[src/gpu_global_pkg.sv]
//////////////////////////////////////////////////////////////////////
// GPU wide definitions shared by every unit on the request bus.
// Holds the master id encoding and the bus data width. Units import
// it inside their body and use scoped names in their port lists.
//////////////////////////////////////////////////////////////////////
`default_nettype none

package gpu_global_pkg;

  // Requesting master on the internal bus
  typedef enum logic [1:0]
  {
    MID_IDLE = 2'd0,  // No request, no response
    MID_RAST = 2'd1,  // Rasterizer
    MID_TEX  = 2'd2,  // Texture unit
    MID_HOST = 2'd3   // Host port
  } mid_t;

  // Request and response data word
  localparam int P_BUS_W = 32;

endpackage

`default_nettype wire

[src/gpu_div_pkg.sv]
//////////////////////////////////////////////////////////////////////
// Divide unit definitions: request opcodes and execute stage states.
// Imported by the decode and execute stages of the divider.
//////////////////////////////////////////////////////////////////////
`default_nettype none

package gpu_div_pkg;

  // Divide operation carried with each request
  typedef enum logic
  {
    OP_DIVU = 1'b0,   // Unsigned
    OP_DIVS = 1'b1    // Signed, truncating toward zero
  } gpu_div_op_t;

  // Iterative divider FSM
  typedef enum logic [1:0]
  {
    DIV_IDLE = 2'd0,  // Waiting for load
    DIV_RUN  = 2'd1,  // Two quotient bits per cycle
    DIV_DONE = 2'd2   // One cycle to raise done
  } div_state_t;

endpackage

`default_nettype wire

[src/gpu_div_intf.sv]
//////////////////////////////////////////////////////////////////////
// Internal link between the decode, execute and result stages.
// Operand magnitudes and sign flags flow forward from decode, the
// unsigned answer from execute, and rsp_fire back to decode.
//////////////////////////////////////////////////////////////////////
`default_nettype none

interface gpu_div_intf #(
  parameter int DATA_W = 16
);
  import gpu_global_pkg::*;

  logic              load;      // Start pulse to execute
  logic [DATA_W-1:0] num_mag;   // Dividend magnitude
  logic [DATA_W-1:0] den_mag;   // Divisor magnitude
  logic              q_neg;     // Quotient must be negated
  logic              r_neg;     // Remainder must be negated
  mid_t              mid;       // Captured master id
  logic              done;      // Execute finished
  logic [DATA_W-1:0] quo_mag;
  logic [DATA_W-1:0] rem_mag;
  logic              rsp_fire;  // Response going out, frees decode

  modport decode (
    output load, num_mag, den_mag, q_neg, r_neg, mid,
    input  rsp_fire
  );

  modport execute (
    input  load, num_mag, den_mag,
    output done, quo_mag, rem_mag
  );

  modport result (
    input  done, quo_mag, rem_mag, q_neg, r_neg, mid, den_mag,
    output rsp_fire
  );

endinterface

`default_nettype wire

[src/gpu_div_decode.sv]
//////////////////////////////////////////////////////////////////////
// Decode stage of the divide unit. Accepts one request when the
// master id is non-idle and busy is low, splits the operand word,
// turns signed operands into magnitudes plus sign flags and fires
// load one cycle later. busy holds until the response goes out.
//////////////////////////////////////////////////////////////////////
`default_nettype none

module gpu_div_decode #(
  parameter int DATA_W = 16
)(
  input  logic                          cr_intf,
  input  logic                          reset,
  input  gpu_global_pkg::mid_t          req_mid,
  input  gpu_div_pkg::gpu_div_op_t      req_op,
  input  logic [gpu_global_pkg::P_BUS_W-1:0] req_data,
  output logic                          busy,
  gpu_div_intf.decode                   div
);
  import gpu_global_pkg::*;
  import gpu_div_pkg::*;

  logic              req_valid;
  logic [DATA_W-1:0] dividend;
  logic [DATA_W-1:0] divisor;
  logic              num_neg;
  logic              den_neg;

  // Requests seen while busy are simply dropped
  assign req_valid = (req_mid != MID_IDLE) && !busy;

  assign dividend  = req_data[P_BUS_W-1 -: DATA_W];  // Upper half
  assign divisor   = req_data[DATA_W-1:0];           // Lower half

  // Sign bits only count for the signed opcode
  assign num_neg   = (req_op == OP_DIVS) && dividend[DATA_W-1];
  assign den_neg   = (req_op == OP_DIVS) && divisor[DATA_W-1];

  always_ff @(posedge cr_intf)
  begin
    if (reset)
    begin
      busy     <= 1'b0;
      div.load <= 1'b0;
    end
    else
    begin
      div.load <= req_valid;  // Start execute one cycle after accept
      if (req_valid)
        busy <= 1'b1;
      else if (div.rsp_fire)
        busy <= 1'b0;         // Falls with the rsp_mid pulse
    end
  end

  // Operand capture, stable until the next accepted request
  always_ff @(posedge cr_intf)
  begin
    if (req_valid)
    begin
      div.mid     <= req_mid;
      // Most negative value maps onto itself, which is its magnitude
      div.num_mag <= num_neg ? -dividend : dividend;
      div.den_mag <= den_neg ? -divisor : divisor;
      div.q_neg   <= num_neg ^ den_neg;  // Signs differ
      div.r_neg   <= num_neg;            // Remainder follows dividend
    end
  end

endmodule

`default_nettype wire

[src/gpu_div_execute.sv]
//////////////////////////////////////////////////////////////////////
// Execute stage of the divide unit. Radix-4 restoring divider on
// unsigned magnitudes, two quotient bits per cycle, DATA_W/2 cycles
// per divide. A zero divisor runs through unchanged and leaves an
// all ones quotient with the dividend as remainder.
//////////////////////////////////////////////////////////////////////
`default_nettype none

module gpu_div_execute #(
  parameter int DATA_W = 16
)(
  input  logic         cr_intf,
  input  logic         reset,
  gpu_div_intf.execute div
);
  import gpu_div_pkg::*;

  localparam int ITER  = DATA_W / 2;     // Radix-4 steps
  localparam int CNT_W = $clog2(ITER);

  div_state_t        state;
  logic [CNT_W-1:0]  cnt;                // Step counter
  logic [DATA_W-1:0] rem_q;              // Partial remainder
  logic [DATA_W-1:0] quo_q;              // Dividend bits out, quotient bits in
  logic [DATA_W+1:0] r_sh;               // Remainder with next two bits
  logic [DATA_W+1:0] d1;
  logic [DATA_W+1:0] d2;
  logic [DATA_W+1:0] d3;
  logic [1:0]        digit;
  logic [DATA_W+1:0] r_nxt;

  assign r_sh = {rem_q, quo_q[DATA_W-1 -: 2]};
  assign d1   = {2'b00, div.den_mag};
  assign d2   = {1'b0, div.den_mag, 1'b0};
  assign d3   = d1 + d2;                 // Fits, den is at most DATA_W bits

  // Largest multiple that still fits gives the digit
  always_comb
  begin
    if (r_sh >= d3)
    begin
      digit = 2'd3;
      r_nxt = r_sh - d3;
    end
    else if (r_sh >= d2)
    begin
      digit = 2'd2;
      r_nxt = r_sh - d2;
    end
    else if (r_sh >= d1)
    begin
      digit = 2'd1;
      r_nxt = r_sh - d1;
    end
    else
    begin
      digit = 2'd0;
      r_nxt = r_sh;
    end
  end

  always_ff @(posedge cr_intf)
  begin
    if (reset)
    begin
      state    <= DIV_IDLE;
      cnt      <= '0;
      div.done <= 1'b0;
    end
    else
    begin
      div.done <= 1'b0;
      case (state)
        DIV_IDLE:
        begin
          cnt <= '0;
          if (div.load)
            state <= DIV_RUN;
        end
        DIV_RUN:
        begin
          cnt <= cnt + 1'b1;
          if (cnt == CNT_W'(ITER - 1))
            state <= DIV_DONE;           // Last two bits retired
        end
        DIV_DONE:
        begin
          div.done <= 1'b1;              // Single cycle pulse
          state    <= DIV_IDLE;
        end
        default: state <= DIV_IDLE;
      endcase
    end
  end

  // Datapath
  always_ff @(posedge cr_intf)
  begin
    if (state == DIV_IDLE && div.load)
    begin
      rem_q <= '0;
      quo_q <= div.num_mag;
    end
    else if (state == DIV_RUN)
    begin
      // With a zero divisor r_nxt exceeds DATA_W, low bits rebuild the dividend
      rem_q <= r_nxt[DATA_W-1:0];
      quo_q <= {quo_q[DATA_W-3:0], digit};
    end
  end

  assign div.quo_mag = quo_q;
  assign div.rem_mag = rem_q;

endmodule

`default_nettype wire

[src/gpu_div_result.sv]
//////////////////////////////////////////////////////////////////////
// Result stage of the divide unit. Restores the signs of quotient
// and remainder, flags a zero divisor, packs the response word and
// returns the master id as a one cycle pulse.
//////////////////////////////////////////////////////////////////////
`default_nettype none

module gpu_div_result #(
  parameter int DATA_W = 16
)(
  input  logic                               cr_intf,
  input  logic                               reset,
  output gpu_global_pkg::mid_t               rsp_mid,
  output logic [gpu_global_pkg::P_BUS_W-1:0] rsp_data,
  output logic                               rsp_div_zero,
  gpu_div_intf.result                        div
);
  import gpu_global_pkg::*;

  logic              div_zero;
  logic [DATA_W-1:0] quo_fix;
  logic [DATA_W-1:0] rem_fix;

  assign div_zero = (div.den_mag == '0);

  // All ones quotient stays raw on a zero divisor
  assign quo_fix = (div.q_neg && !div_zero) ? -div.quo_mag : div.quo_mag;
  // Raw remainder is the dividend magnitude there, so the sign fix gives the dividend back
  assign rem_fix = div.r_neg ? -div.rem_mag : div.rem_mag;

  assign div.rsp_fire = div.done;  // Decode drops busy on the same edge

  always_ff @(posedge cr_intf)
  begin
    if (reset)
    begin
      rsp_mid      <= MID_IDLE;
      rsp_div_zero <= 1'b0;
    end
    else
    begin
      rsp_mid <= div.done ? div.mid : MID_IDLE;  // One cycle only
      if (div.done)
        rsp_div_zero <= div_zero;                 // Held until next response
    end
  end

  // Quotient high, remainder low
  always_ff @(posedge cr_intf)
  begin
    if (div.done)
      rsp_data <= {quo_fix, rem_fix};
  end

endmodule

`default_nettype wire

[src/gpu_div_top.sv]
//////////////////////////////////////////////////////////////////////
// Integer divide unit of the GPU request bus. Joins the decode,
// execute and result stages through one internal interface and
// exposes plain bus ports. DATA_W is half the bus width.
//////////////////////////////////////////////////////////////////////
`default_nettype none

module gpu_div_top #(
  parameter int DATA_W = 16              // Even, radix-4 divider
)(
  input  logic                               cr_intf,
  input  logic                               reset,
  input  gpu_global_pkg::mid_t               req_mid,
  input  gpu_div_pkg::gpu_div_op_t           req_op,
  input  logic [gpu_global_pkg::P_BUS_W-1:0] req_data,  // Dividend high, divisor low
  output logic                               busy,
  output gpu_global_pkg::mid_t               rsp_mid,
  output logic [gpu_global_pkg::P_BUS_W-1:0] rsp_data,  // Quotient high, remainder low
  output logic                               rsp_div_zero
);

  gpu_div_intf #(.DATA_W(DATA_W)) div_if ();

  gpu_div_decode #(.DATA_W(DATA_W)) u_decode (
    .cr_intf  (cr_intf),
    .reset    (reset),
    .req_mid  (req_mid),
    .req_op   (req_op),
    .req_data (req_data),
    .busy     (busy),
    .div      (div_if.decode)
  );

  gpu_div_execute #(.DATA_W(DATA_W)) u_execute (
    .cr_intf (cr_intf),
    .reset   (reset),
    .div     (div_if.execute)
  );

  gpu_div_result #(.DATA_W(DATA_W)) u_result (
    .cr_intf      (cr_intf),
    .reset        (reset),
    .rsp_mid      (rsp_mid),
    .rsp_data     (rsp_data),
    .rsp_div_zero (rsp_div_zero),
    .div          (div_if.result)
  );

endmodule

`default_nettype wire

[config.mk]
export PLATFORM = sky130hd
export DESIGN_NAME = gpu_div_top
export DESIGN_NICKNAME = d
export VERILOG_FILES = /design/src/gpu_global_pkg.sv /design/src/gpu_div_pkg.sv /design/src/gpu_div_intf.sv /design/src/gpu_div_decode.sv /design/src/gpu_div_execute.sv /design/src/gpu_div_result.sv /design/src/gpu_div_top.sv
export SDC_FILE = /design/constraint.sdc
export NUM_CORES = 1
export LEC_CHECK = 0
export ABC_AREA = 1
export BUFFER_PORTS_ARGS = -buffer_cell sky130_fd_sc_hd__buf_2
export CAP_MARGIN = 25
export CORE_ASPECT_RATIO = 0.8
export CORE_MARGIN = 2
export CORE_UTILIZATION = 66
export DETAILED_ROUTE_END_ITERATION = 10
export GPL_TIMING_DRIVEN = 0
export PLACE_DENSITY_LB_ADDON = 0.2
export SLEW_MARGIN = 30
export SYNTH_ARGS = -nofsm -noshare
export SYNTH_HDL_FRONTEND = slang
export SYNTH_SLANG_ARGS = --single-unit
[constraint.sdc]
create_clock -name cr_intf -period 11.1 [get_ports cr_intf]
set_input_delay 1.665 -clock cr_intf [delete_from_list [all_inputs] [get_ports cr_intf]]
set_output_delay 1.665 -clock cr_intf [all_outputs]
set_load 0.1 [all_outputs]
Word level (Yosys, flattened, before mapping)
Index checks and enable logic that the tools add are counted.
Operators by class
  add/subtract/negate cells: 9
  magnitude comparators: 3
  eq/ne operators: 5
  mux-type cells: 19
  bitwise logic cells: 2
  reduce and logical (&&, ||, !) cells: 15
Operators by type and width (count)
  2-to-1 mux 16 bit: 9
  negation 16 bit: 4
  subtractor 16 bit: 3
  adder 16 x 17 -> 18 bit: 1
  >= comparator 18 x 16 -> 1 bit: 1
  >= comparator 18 x 17 -> 1 bit: 1
  >= comparator 18 bit: 1
  zero test 16 bit: 1
  2-to-1 mux 2 bit: 4
  nonzero test 2 bit: 4
  one-hot mux 3 bit (2 select lines): 1
  logical AND 1 bit: 5
  2-to-1 mux 1 bit: 4
  one-hot mux 2 bit (2 select lines): 1
  adder 3 x 1 -> 3 bit (second input constant): 1
  == test 3 bit (second input constant): 1
  == test 2 x 1 -> 1 bit (second input constant): 1
  == test 2 bit (second input constant): 1
  zero test 1 bit: 2
  zero test 2 bit: 1
  inequality test 2 x 1 -> 1 bit (second input constant): 1
  inequality test 2 bit (second input constant): 1
  AND reduction 2 bit: 1
  OR reduction 2 bit: 1
  2 further kinds: 2
Word-level totals
  flip-flop bits (word level): 111
  bits of input ports: 37

Depth between registers and ports, before layout
Gate-level depths: netlist of run 1.
  depth after elaboration: 6
  gate-level depth with buffers: 21

Hierarchy
A second synthesis of run 1 with hierarchy kept.
Unflattened totals
  cell total of the unflattened synthesis: 1296
  area, all modules: 9422.8 um^2
By module, submodules not included
  gpu_div_execute: instances 1, cells each 809, area an instance 5227.5 um^2, seq. area each 920.9 um^2
  gpu_div_result: instances 1, cells each 271, area an instance 2107.0 um^2, seq. area each 1021.0 um^2
  gpu_div_decode: instances 1, cells each 216, area an instance 2088.3 um^2, seq. area each 1121.1 um^2

Least setup slack after synthesis of run 1
Ideal clock, no wire load.
  path kind: input-to-reg
  start point: input req_mid[1]
  end point: register u_decode.div.den_mag[0], enable pin
  arrival: 3.260 ns
  required time: 10.668 ns
  slack: 7.408 ns
  cell stages on the path: 2
  buffers on the path: 0
  cell sequence: nor2_1 > nor2_1
Between the ends
  word-level cells in the longest chain between the ends: 2
RTL lines
  start: declaration: RTL line gpu_div_top.sv:13  | input gpu_global_pkg::mid_t req_mid,
  nonzero test 2 bit: RTL line gpu_div_decode.sv:30  | assign req_valid = (req_mid != MID_IDLE) && !busy;
  logical AND 1 bit: RTL line gpu_div_decode.sv:30
  net u_decode.req_valid: RTL line gpu_div_decode.sv:23  | logic req_valid;
  end signal: assignment: RTL line gpu_div_decode.sv:64  | div.den_mag <= den_neg ? -divisor : divisor;
  end: declaration: RTL line gpu_div_intf.sv:25  | output load, num_mag, den_mag, q_neg, r_neg, mid,
The timed path passes the listed nets, and every way through them passes these cells.
A chain may end at the register's enable or synchronous reset.

Final worst setup path of run 1
  start point: register u_decode.div.den_mag[1]
  end point: register u_execute.rem_q[11], in the netlist u_execute.div.rem_mag[11]
Between the ends
  word-level cells in the longest chain between the ends: 4
RTL lines
  parallel branches: the longest is 3 deep, another holds adder 16 x 17 -> 18 bit
  2-to-1 mux 16 bit *: RTL line gpu_div_execute.sv:40  | if (r_sh >= d3)
  end signal: assignment: RTL line gpu_div_execute.sv:107  | rem_q <= r_nxt[DATA_W-1:0];
  end: declaration: RTL line gpu_div_execute.sv:23  | logic [DATA_W-1:0] rem_q;
Every way passes the cells marked *.

==> results.py, run 1 <==
metrics = {
    "sta": {
        "fin_crit_ns": 4.29,
        "skew_ns": 0.0101,
        "rsz0062_at_grt": "false",
        "final_max_slew_viol_count": 0,
        "fin_crit_sh_pct": 38.6,
        "final.setup.tns_ns": 0,
        "final-setup-viol-count": 0,
        "hold_viol_final": 0,
        "maxSlewHeadroom_pct": 47.4,
        "worst_slew_pin_slew_ns": 0.789,
        "fmax_mhz": 233,
    },
    "worst_setup_path": {
        "critPathLaunchType": "flip-flop",
        "end_kind": "flip-flop",
        "worst_path_most_repeated_cell": "a21oi_1",
        "cp_max_fo": 10,
        "criticalPathCategory": "reg2reg",
        "cp.required_ns": 11.35,
        "slowest_stage": "edfxtp_1",
        "path_cells": "ha_1, fa_1, nand3_1, nand2_1, a21oi_1, o21ai_1, a21oi_1, o21ai_1, a21oi_1, ha_1, nand2_1, o21ai_0, a31oi_1, nand4_4, buf_4, a31oi_1, a21oi_2",
        "cpPeakStageDelay_ns": 0.56,
        "cp.arrival_ns": 4.54,
    },
    "outcome": {
        "status": "finished, final reports clean",
    },
    "die": {
        "core.rowCount": 37,
        "fp.dieH_um": 108,
        "io_pins": 73,
        "dieArea_um2": 14400,
        "start_util_pct": 68.3,
        "die_w_um": 134,
        "core_um2": 13000,
    },
    "route": {
        "viasPerCell": 5.72,
        "drc_errors": 0,
        "vias": 7953,
        "drt_iter0_drc": 802,
        "firstDrtPassIters": 7,
        "postRouteAntennaNets": 0,
        "routed_wire_length_per_instance_um": 17.0,
        "routed_wl_um": 23700,
    },
    "global_routing": {
        "grt_pass1_wl_um": 37400,
        "grt_pass1_vias": 7254,
        "grt_start_max_net_pins": 36,
        "antenna_found_initial": 0,
        "grt_overflow": 0,
        "grtUsageTotal_pct": 34.1,
    },
    "final_layout": {
        "n_antenna_cell": 0,
        "final_common_cell": "nand2_1",
        "syn2layout_area_growth_pct": 10.1,
        "layout_common_cells": "nand2_1 (261), inv_1 (129), nor2_1 (91)",
        "num-nets-final": 1330,
        "drive_gt1_share_pct": 12.3,
    },
    "power": {
        "intPower_mw": 1.23,
        "p_leak_nw": 4.65,
        "vdd_ir_drop_max_mv": 0.128,
        "p_comb_share_pct": 61.7,
        "p_switching_mw": 1.28,
        "power_density_nw_per_um2": 257,
        "p_sw_share_pct": 50.8,
        "p_clk_share_pct": 12.6,
        "fin_total_pwr_mw": 2.51,
        "seq_power_share_pct": 25.7,
    },
    "logic_synthesis": {
        "async_flop_share_pct": 0,
        "ys_warn_count": 0,
        "synth_seq_cells": 111,
        "synth_ff_type": "edfxtp_1",
        "synth.mux.area_fraction_pct": 0,
        "syn_avg_cell_area_um2": 7.86,
        "synth_area_leaders": "edfxtp_1 (28%), ha_1 (11%), nand2_1 (11%)",
        "syn-cell-area_um2": 8860,
        "syn_inst": 1127,
        "synthXorXnorAreaFrac_pct": 9.79,
        "synth_seq_area_share_pct": 34.6,
        "synthSimpleGateAreaFrac_pct": 23.4,
        "synth_top_cell_by_area": "edfxtp_1",
        "synth.distinct_cells": 49,
        "synth_top_family_by_area": "simple AND/OR/NAND/NOR gates",
        "synth_compound_area_share_pct": 13.0,
        "synth-adder-area-share_pct": 12.1,
        "synth_nets": 1247,
        "synth_top_area_share_pct": 28.5,
        "synth_edf_count": 84,
    },
    "clock_network": {
        "post-cts-setup-buffers": 0,
        "cts_root_buffer": "clkbuf_16",
        "cts_tree": "built",
        "htreeDepth": 3,
        "postCtsResizedCells": 0,
        "clock_latency_ns": 0.36,
        "cts_buffers": 9,
        "cts_max_path_buffers": 2,
        "clk_pin_slew_ns": 0.08,
        "cts_num_sinks": 111,
        "ctsHoldBuffers": 0,
    },
    "placement": {
        "port_buffers": 71,
        "dpl.hpwl_um": 18800,
        "gp_congestion": 1.03,
    },
    "job": {
        "max_cap_violations": 0,
    },
    "hold_path": {
        "hold_path_class": "reg2reg",
    },
}
==> kinds of logic after synthesis <==
group / after synthesis
AO/OA/AOI/OAI: 207
XOR/XNOR: 99
adder cells (fa/ha/maj): 83
buffers and inverters: 151
flip-flops: 111
AND/OR/NAND/NOR: 476
==> registers in the layout, summed over array words and instances (netlist names), 2 cells and up <==
name                   flops
u_result.rsp_mid           2
u_execute.state            2
u_decode.div.num_mag      16
u_execute.div.quo_mag     16
u_execute.cnt              3
u_result.rsp_data         32
u_decode.div.mid           2
u_execute.div.rem_mag     16
u_decode.div.den_mag      16
==> cell type report <==
| class | count | area (µm²) |
|---|---|---|
| multi-input combinational | 865 | 5170 |
| clock inverter | 6 | 58.8 |
| buffer | 13 | 118 |
| timing repair buffer | 72 | 383 |
| tap | 175 | 219 |
| clock buffer | 10 | 229 |
| fill | 1002 | 3200 |
| inverter | 138 | 518 |
| sequential | 111 | 3060 |
==> Yosys cell counts, types with 2 or more instances <==
master	count
nand2_4	2
nor3_1	21
a21o_1	8
nand4_1	8
buf_6	5
clkbuf_1	5
dfxtp_1	27
and3_1	3
inv_1	129
inv_2	7
xnor2_1	30
nor2_2	7
clkinv_1	2
nand2_2	12
fa_1	4
a21oi_1	89
o31ai_1	2
nor4_1	4
a211oi_1	3
xor2_1	69
nor3_2	2
nand3b_1	3
nor2_1	92
edfxtp_1	84
o21ai_0	64
or2_2	4
ha_1	79
a31oi_1	9
a21oi_2	9
o211ai_1	2
nand2_1	261
nand3_1	50
o21ai_2	3
o21ai_1	13
==> path summary, 6_finish.rpt <==
kind	start	end	slack (ns)	cells after the start
min reg2reg	u_execute.state[0]$_SDFFE_PP0P_	u_execute.div.done$_SDFF_PP0_	0.41	1
max	u_decode.div.den_mag[1]$_DFFE_PP_	u_execute.div.rem_mag[11]$_SDFFE_PP0P_	6.81	17
min	u_execute.state[0]$_SDFFE_PP0P_	u_execute.div.done$_SDFF_PP0_	0.41	1
max reg2reg	u_decode.div.den_mag[1]$_DFFE_PP_	u_execute.div.rem_mag[11]$_SDFFE_PP0P_	6.81	17
==> per-stage QoR <==
stage,util (%),area [µm²],setup slack [ns],hold WS [ns],std cells
final,75.3,9760,6.81,0.409,1390
after global routing,75.3,9760,6.60,0.419,1390
after CTS,75.3,9760,6.89,0.409,1390
after detailed placement,73.1,9470,6.88,0.398,1374
after global placement,72.8,9430,6.65,0.401,1373
after floorplan,-,8860,7.41,0.390,1127
==> metal layers <==
layer,global-route usage (%),part of all wire [%]
met2,52.0,42
met1,50.1,45
met3,7.06,11
met4,8.05,1.7
met5,0,0
==> power by group through the flow <==
stage	registers [mW]	logic (mW)	clock network, mW
after floorplan	0.589	1.15	0
after global placement	0.643	1.47	0
after detailed placement	0.645	1.49	0
after CTS	0.636	1.50	0.317
after global routing	0.646	1.71	0.333
final	0.646	1.55	0.315
==> worst max-delay path, delay by kind of cell (launching register included) <==
kind	cells	cell delay, ns
compound gates	9	1.73
flops	1	0.56
fa+ha+maj	3	1.04
simple gates	4	0.60
buf+inv	1	0.26
Power figures use the tool's default switching activity.
==> inputs of run 2 (changes only) <==
--- a/config.mk
+++ b/config.mk
@@ -10,7 +10,7 @@
 export CAP_MARGIN = 25
 export CORE_ASPECT_RATIO = 0.8
 export CORE_MARGIN = 2
-export CORE_UTILIZATION = 66
+export CORE_UTILIZATION = 56
 export DETAILED_ROUTE_END_ITERATION = 10
 export GPL_TIMING_DRIVEN = 0
 export PLACE_DENSITY_LB_ADDON = 0.2
==> constraint.sdc (replaced) <==
create_clock -name cr_intf -period 3.6 [get_ports cr_intf]
set_input_delay 0.54 -clock cr_intf [delete_from_list [all_inputs] [get_ports cr_intf]]
set_output_delay 0.54 -clock cr_intf [all_outputs]
set_load 0.1 [all_outputs]
==> run 2 against run 1 <==
Sequential power grew to 3.1 times the previous value. Combinational power grew to 3.3 times the previous value. Critical path depth is 2 higher. Cell area is 6.2% higher. Routed wire length is 3.7% higher. Maximum frequency is 22% higher. Via count is 0.78% higher. Worst setup slack worse by 6.7 ns. First-iteration DRC count is 25% lower. Register-to-register slack worse by 6.7 ns. Sequential share of layout area is 1.8 points lower. Largest cell class unchanged. Largest power group unchanged.
==> results.py, run 2 (synthesis gave the netlist of run 1 again) <==
metrics = {
    "sta": {
        "fin_crit_sh_pct": 97.9,
        "maxSlewHeadroom_pct": 50.4,
        "worst_slew_pin_slew_ns": 0.744,
        "skew_ns": 0.0114,
        "fmax_mhz": 284,
        "hold_viol_final": 0,
        "final_max_slew_viol_count": 0,
        "fin_crit_ns": 3.52,
        "final-setup-viol-count": 0,
    },
    "power": {
        "intPower_mw": 4.06,
        "p_switching_mw": 4.09,
        "p_clk_share_pct": 12.5,
        "seq_power_share_pct": 24.5,
        "p_comb_share_pct": 63.0,
        "fin_total_pwr_mw": 8.15,
        "power_density_nw_per_um2": 786,
        "vdd_ir_drop_max_mv": 0.372,
        "p_sw_share_pct": 50.1,
        "p_leak_nw": 4.85,
    },
    "clock_network": {
        "cts_root_buffer": "clkbuf_16",
        "cts_num_sinks": 111,
        "clk_pin_slew_ns": 0.08,
        "clock_latency_ns": 0.35,
        "cts_buffers": 9,
        "cts_tree": "built",
        "ctsHoldBuffers": 0,
        "htreeDepth": 3,
        "cts_max_path_buffers": 2,
    },
    "hold_path": {
        "hold_path_class": "in2reg",
    },
    "final_layout": {
        "instances_no_fill": 1464,
        "drive_gt1_share_pct": 18.8,
        "fin_area_um2": 10400,
        "fillers": 1315,
        "num-nets-final": 1364,
        "largest_reg_flops": 32,
        "syn2layout_area_growth_pct": 17.0,
        "layout_common_cells": "nand2_1 (254), inv_1 (119), nor2_1 (91)",
        "post-route-util_pct": 66.3,
        "top_register": "u_result.rsp_data",
        "n_antenna_cell": 0,
        "final_common_cell": "nand2_1",
    },
    "die": {
        "die_w_um": 145,
        "core_um2": 15600,
        "core.rowCount": 41,
        "fp.dieH_um": 117,
        "start_util_pct": 56.6,
        "io_pins": 73,
        "dieArea_um2": 16800,
    },
    "placement": {
        "dp_cells": 1414,
        "dpl.hpwl_um": 19100,
        "port_buffers": 71,
        "gp_congestion": 0.956,
        "postPlaceCellArea_um2": 9520,
    },
    "global_routing": {
        "grtUsageTotal_pct": 29.4,
        "grt_pass1_wl_um": 37500,
        "grt_start_max_net_pins": 36,
        "grt_pass1_vias": 7165,
        "grt_overflow": 0,
        "antenna_found_initial": 0,
    },
    "worst_setup_path": {
        "cp.arrival_ns": 3.73,
        "cp_max_fo": 5,
        "cp.required_ns": 3.81,
        "critPathLaunchType": "flip-flop",
        "criticalPathCategory": "reg2reg",
        "end_kind": "flip-flop",
    },
    "route": {
        "vias": 8015,
        "viasPerCell": 5.47,
        "postRouteAntennaNets": 0,
        "firstDrtPassIters": 5,
        "routed_wire_length_per_instance_um": 16.8,
        "routed_wl_um": 24600,
        "drc_errors": 0,
        "drt_iter0_drc": 602,
    },
    "job": {
        "max_cap_violations": 0,
    },
    "outcome": {
        "status": "finished, final reports clean",
    },
}
==> run 2: cell types whose count changed in the layout (fill, tap and decap cells not counted), sizes merged <==
cell and change:
buf +34, clkbuf -1, inv +1
==> run 2: layout make-up <==
| cell class | count | area, µm² | area share, % |
|---|---|---|---|
| plain buffers | 13 | 118 | 1.13 |
| well taps | 215 | 269 | 2.60 |
| multi-input cells | 865 | 5430 | 52.4 |
| clock inverters | 7 | 88.8 | 0.857 |
| inverters | 138 | 518 | 5.00 |
| repair buffers | 106 | 654 | 6.31 |
| flip-flops and latches | 111 | 3060 | 29.6 |
| clock buffers | 9 | 225 | 2.17 |
==> run 2: worst max-delay path: stages (launching register included) <==
cell and delay, ns:
edfxtp_1 0.44, buf_4 0.17, fa_2 0.39, nand3_2 0.09, nand2_4 0.07, a21oi_4 0.14, o21ai_2 0.09, a21oi_2 0.20
o21ai_2 0.09, xor2_1 0.17, ha_1 0.32, a21oi_1 0.16, o21ai_1 0.12, a31oi_4 0.18, nand4_4 0.20, buf_12 0.19
a21oi_1 0.11, o21ai_1 0.10, nand2_1 0.08, o21ai_0 0.07
==> run 2: worst paths after layout <==
path | endpoint | cells after the start | slack (ns) | startpoint
min | u_decode.div.mid[0]$_DFFE_PP_ | 1 | 0.37 | req_mid[0]
max reg2reg | u_execute.div.rem_mag[5]$_SDFFE_PP0P_ | 19 | 0.08 | u_decode.div.den_mag[2]$_DFFE_PP_
min reg2reg | u_execute.div.done$_SDFF_PP0_ | 1 | 0.41 | u_execute.state[0]$_SDFFE_PP0P_
max | u_execute.div.rem_mag[5]$_SDFFE_PP0P_ | 19 | 0.08 | u_decode.div.den_mag[2]$_DFFE_PP_
==> run 2: power groups by stage <==
stage	registers [mW]	clock network [mW]	logic (mW)
finish	1.99	1.02	5.14
global route	2.00	1.08	5.66
detailed placement	2.00	0	4.60
floorplan	1.82	0	3.55
CTS	1.97	1.03	4.75
global placement	1.99	0	4.56
==> run 2: stage by stage <==
step           TNS [ns]  worst slack [ns]  hold slack, ns
2_1_floorplan         0            0.0446           0.390
3_3_place_gp      -6.98            -0.473           0.399
3_5_place_dp      -7.14            -0.499           0.400
4_1_cts               0           0.00148           0.355
5_1_grt          -0.517           -0.0759           0.358
6_report              0            0.0764           0.369
==> run 2: timing repair <==
action / in CTS / in global routing
buffers inserted: 9 / 25
pin swaps: 5 / 22
endpoints found under the setup margin: 18 / 18
gates cloned: 0 / 0
gates resized for setup: 13 / 52
==> run 2: layer usage <==
layer  share of wire [%]  wire length, µm  GRT usage, %  up-vias
met1                  47            11500          44.7     3637
met4                 2.7              671          8.22        0
li1                    -                -             -     4012
met3                 7.9             1930          3.53       46
met2                  43            10500          44.2      320
met5                   0                0             0        -
==> inputs of run 3 (changes only) <==
--- a/config.mk
+++ b/config.mk
@@ -6,15 +6,16 @@
 export NUM_CORES = 1
 export LEC_CHECK = 0
 export ABC_AREA = 1
-export BUFFER_PORTS_ARGS = -buffer_cell sky130_fd_sc_hd__buf_2
 export CAP_MARGIN = 25
 export CORE_ASPECT_RATIO = 0.8
 export CORE_MARGIN = 2
-export CORE_UTILIZATION = 56
+export CORE_UTILIZATION = 59
 export DETAILED_ROUTE_END_ITERATION = 10
+export DONT_BUFFER_PORTS = 1
 export GPL_TIMING_DRIVEN = 0
 export PLACE_DENSITY_LB_ADDON = 0.2
 export SLEW_MARGIN = 30
 export SYNTH_ARGS = -nofsm -noshare
 export SYNTH_HDL_FRONTEND = slang
 export SYNTH_SLANG_ARGS = --single-unit
+export TNS_END_PERCENT = 100
==> run 3 against run 2 <==
Power grew 0.25%. Final cell count is 7.3% lower. Sequential power is essentially flat. Non-clock buffer count decreased by 82. Clock power about the same. Cell area decreased by 4.4%. Global-route usage up 0.15 points. Hold slack got worse by 0.095 ns.
==> results.py, run 3 (synthesis gave the netlist of run 1 again) <==
metrics = {
    "final_layout": {
        "final_common_cell": "nand2_1",
        "n_antenna_cell": 0,
        "instances_no_fill": 1357,
        "top_register": "u_result.rsp_data",
        "num-nets-final": 1283,
        "layout_common_cells": "nand2_1 (253), inv_1 (122), nor2_1 (90)",
        "fillers": 1249,
        "fin_area_um2": 9910,
        "syn2layout_area_growth_pct": 11.8,
        "largest_reg_flops": 32,
        "drive_gt1_share_pct": 13.1,
    },
    "die": {
        "core.rowCount": 40,
        "die_w_um": 141,
        "fp.dieH_um": 114,
        "dieArea_um2": 16000,
        "core_um2": 14900,
        "start_util_pct": 59.6,
        "io_pins": 73,
    },
    "worst_setup_path": {
        "end_kind": "flip-flop",
        "cpPeakStageDelay_ns": 0.43,
        "cp.arrival_ns": 3.83,
        "ff2ff_path_depth": 17,
        "worst_path_most_repeated_cell": "a21oi_2",
        "cp_max_fo": 10,
        "crit_buf_inv": 2,
        "worstReg2RegStart": "u_decode.div.den_mag[2]$_DFFE_PP_",
        "ff2ff_setup_slack_ns": 0.01,
        "path_cells": "buf_4, ha_1, a21oi_2, nand2_4, a21oi_4, o21ai_2, a21oi_2, o21ai_2, xor2_1, ha_1, a21oi_2, o21ai_1, a31oi_4, nand4_4, buf_6, a21oi_1, a21oi_1",
        "critPathLaunchType": "flip-flop",
        "cp.required_ns": 3.84,
        "reg2reg_to": "u_execute.div.rem_mag[9]$_SDFFE_PP0P_",
        "cp_top_family": "compound AO/OA/AOI/OAI gates",
        "criticalPathCategory": "reg2reg",
        "slowest_stage": "edfxtp_1",
    },
    "global_routing": {
        "grt_start_max_net_pins": 36,
        "grt_pass1_vias": 7106,
        "grt_overflow": 0,
        "antenna_found_initial": 0,
        "grt_pass1_wl_um": 36500,
        "grtUsageTotal_pct": 29.6,
    },
    "power": {
        "vdd_ir_drop_max_mv": 0.445,
        "p_leak_nw": 4.53,
        "power_density_nw_per_um2": 825,
    },
    "route": {
        "postRouteAntennaNets": 0,
        "routed_wl_um": 23900,
        "routed_wire_length_per_instance_um": 17.6,
        "drc_errors": 0,
        "viasPerCell": 5.75,
        "drt_iter0_drc": 757,
        "firstDrtPassIters": 5,
        "vias": 7796,
    },
    "clock_network": {
        "clk_pin_slew_ns": 0.08,
        "ctsHoldBuffers": 0,
        "clock_latency_ns": 0.36,
        "htreeDepth": 3,
        "cts_buffers": 9,
        "cts_max_path_buffers": 2,
        "cts_num_sinks": 111,
        "cts_root_buffer": "clkbuf_16",
        "cts_tree": "built",
    },
    "hold_path": {
        "hold_start": "req_data[0]",
        "whs_path_depth": 0,
        "min_to": "u_decode.div.den_mag[0]$_DFFE_PP_",
        "hold_path_class": "in2reg",
    },
    "sta": {
        "final_max_slew_viol_count": 0,
        "worst_slew_pin_slew_ns": 0.961,
        "fmax_mhz": 279,
        "skew_ns": 0.00734,
        "hold_slack_ns": 0.273,
        "final-setup-viol-count": 0,
        "fin_crit_ns": 3.59,
        "rsz0062_at_grt": "true",
        "maxSlewHeadroom_pct": 35.8,
        "hold_viol_final": 0,
        "fin_crit_sh_pct": 99.7,
    },
    "placement": {
        "dpl.hpwl_um": 18500,
        "gp_congestion": 1.00,
        "port_buffers": 0,
        "postPlaceCellArea_um2": 9130,
        "dp_cells": 1317,
    },
    "outcome": {
        "status": "finished, final reports clean",
    },
    "job": {
        "max_cap_violations": 0,
    },
}
run 3: cell types whose count changed in the layout (fill, tap and decap cells not counted), sizes merged:
cell and delta:
inv -1, buf -82, nand4 +1, clkinv +1
run 3: area by class of cell:
type	instances	area [µm²]	share of cell area (%)
clock buffer	9	225	2.27
clock inverter	7	83.8	0.846
multi-input combinational	866	5440	54.9
inverter	138	526	5.30
timing repair buffer	24	211	2.13
buffer	13	121	1.23
tap	189	236	2.39
sequential	111	3070	30.9
run 3: where the power goes:
| group | switching (mW) | total [mW] | internal, mW |
|---|---|---|---|
| clock | 0.519 | 1.02 | 0.501 |
| sequential | 0.369 | 1.99 | 1.62 |
| combinational | 3.23 | 5.16 | 1.93 |
run 3: layer usage:
metal  up-vias  share of wire [%]  global-route usage (%)
met4         0                2.8                    9.13
li1       3854                  -                       -
met3        57                9.1                    5.71
met5         -                  0                       0
met1      3534                 46                    43.3
met2       351                 42                    44.5
run 3: per-stage QoR:
stage	power, mW	setup slack [ns]	util [%]	setup TNS, ns
after floorplan	5.37	0.0446	-	0
after global placement	6.50	-0.544	61.2	-7.83
after detailed placement	6.55	-0.519	61.4	-7.68
after CTS	7.73	0.00545	64.7	0
after global routing	8.70	-0.101	66.6	-0.930
final	8.17	0.0120	66.6	0
run 3: repair_timing:
item / 4_1_cts / 5_1_grt
gates resized for setup: 27 / 42
buffers inserted: 8 / 14
cloned: 2 / 0
endpoints found under the setup margin: 18 / 18
pin swaps: 6 / 18
run 3: worst max-delay path by stage:
| stage | end | cells past startpoint | slack, ns | startpoint |
|---|---|---|---|---|
| 2_1_floorplan | u_execute.div.rem_mag[15]$_SDFFE_PP0P_ | 17 | 0.04 | u_decode.div.den_mag[1]$_DFFE_PP_ |
| 3_3_place_gp | u_execute.div.rem_mag[12]$_SDFFE_PP0P_ | 19 | -0.54 | u_decode.div.den_mag[1]$_DFFE_PP_ |
| 3_5_place_dp | u_execute.div.rem_mag[12]$_SDFFE_PP0P_ | 19 | -0.52 | u_decode.div.den_mag[1]$_DFFE_PP_ |
| 4_1_cts | u_execute.div.rem_mag[5]$_SDFFE_PP0P_ | 20 | 0.005 | u_decode.div.den_mag[4]$_DFFE_PP_ |
| 5_1_grt | u_execute.div.rem_mag[9]$_SDFFE_PP0P_ | 18 | -0.10 | u_decode.div.den_mag[0]$_DFFE_PP_ |
| 6_report | u_execute.div.rem_mag[9]$_SDFFE_PP0P_ | 17 | 0.01 | u_decode.div.den_mag[2]$_DFFE_PP_ |
run 3: worst register-to-register path: stages (launching register included):
cell      delay [ns]
edfxtp_1        0.43
buf_4           0.18
ha_1            0.24
a21oi_2         0.21
nand2_4         0.09
a21oi_4         0.15
o21ai_2         0.09
a21oi_2         0.20
o21ai_2         0.10
xor2_1          0.16
ha_1            0.34
a21oi_2         0.19
o21ai_1         0.11
a31oi_4         0.20
nand4_4         0.23
buf_6           0.21
a21oi_1         0.22
a21oi_1         0.11
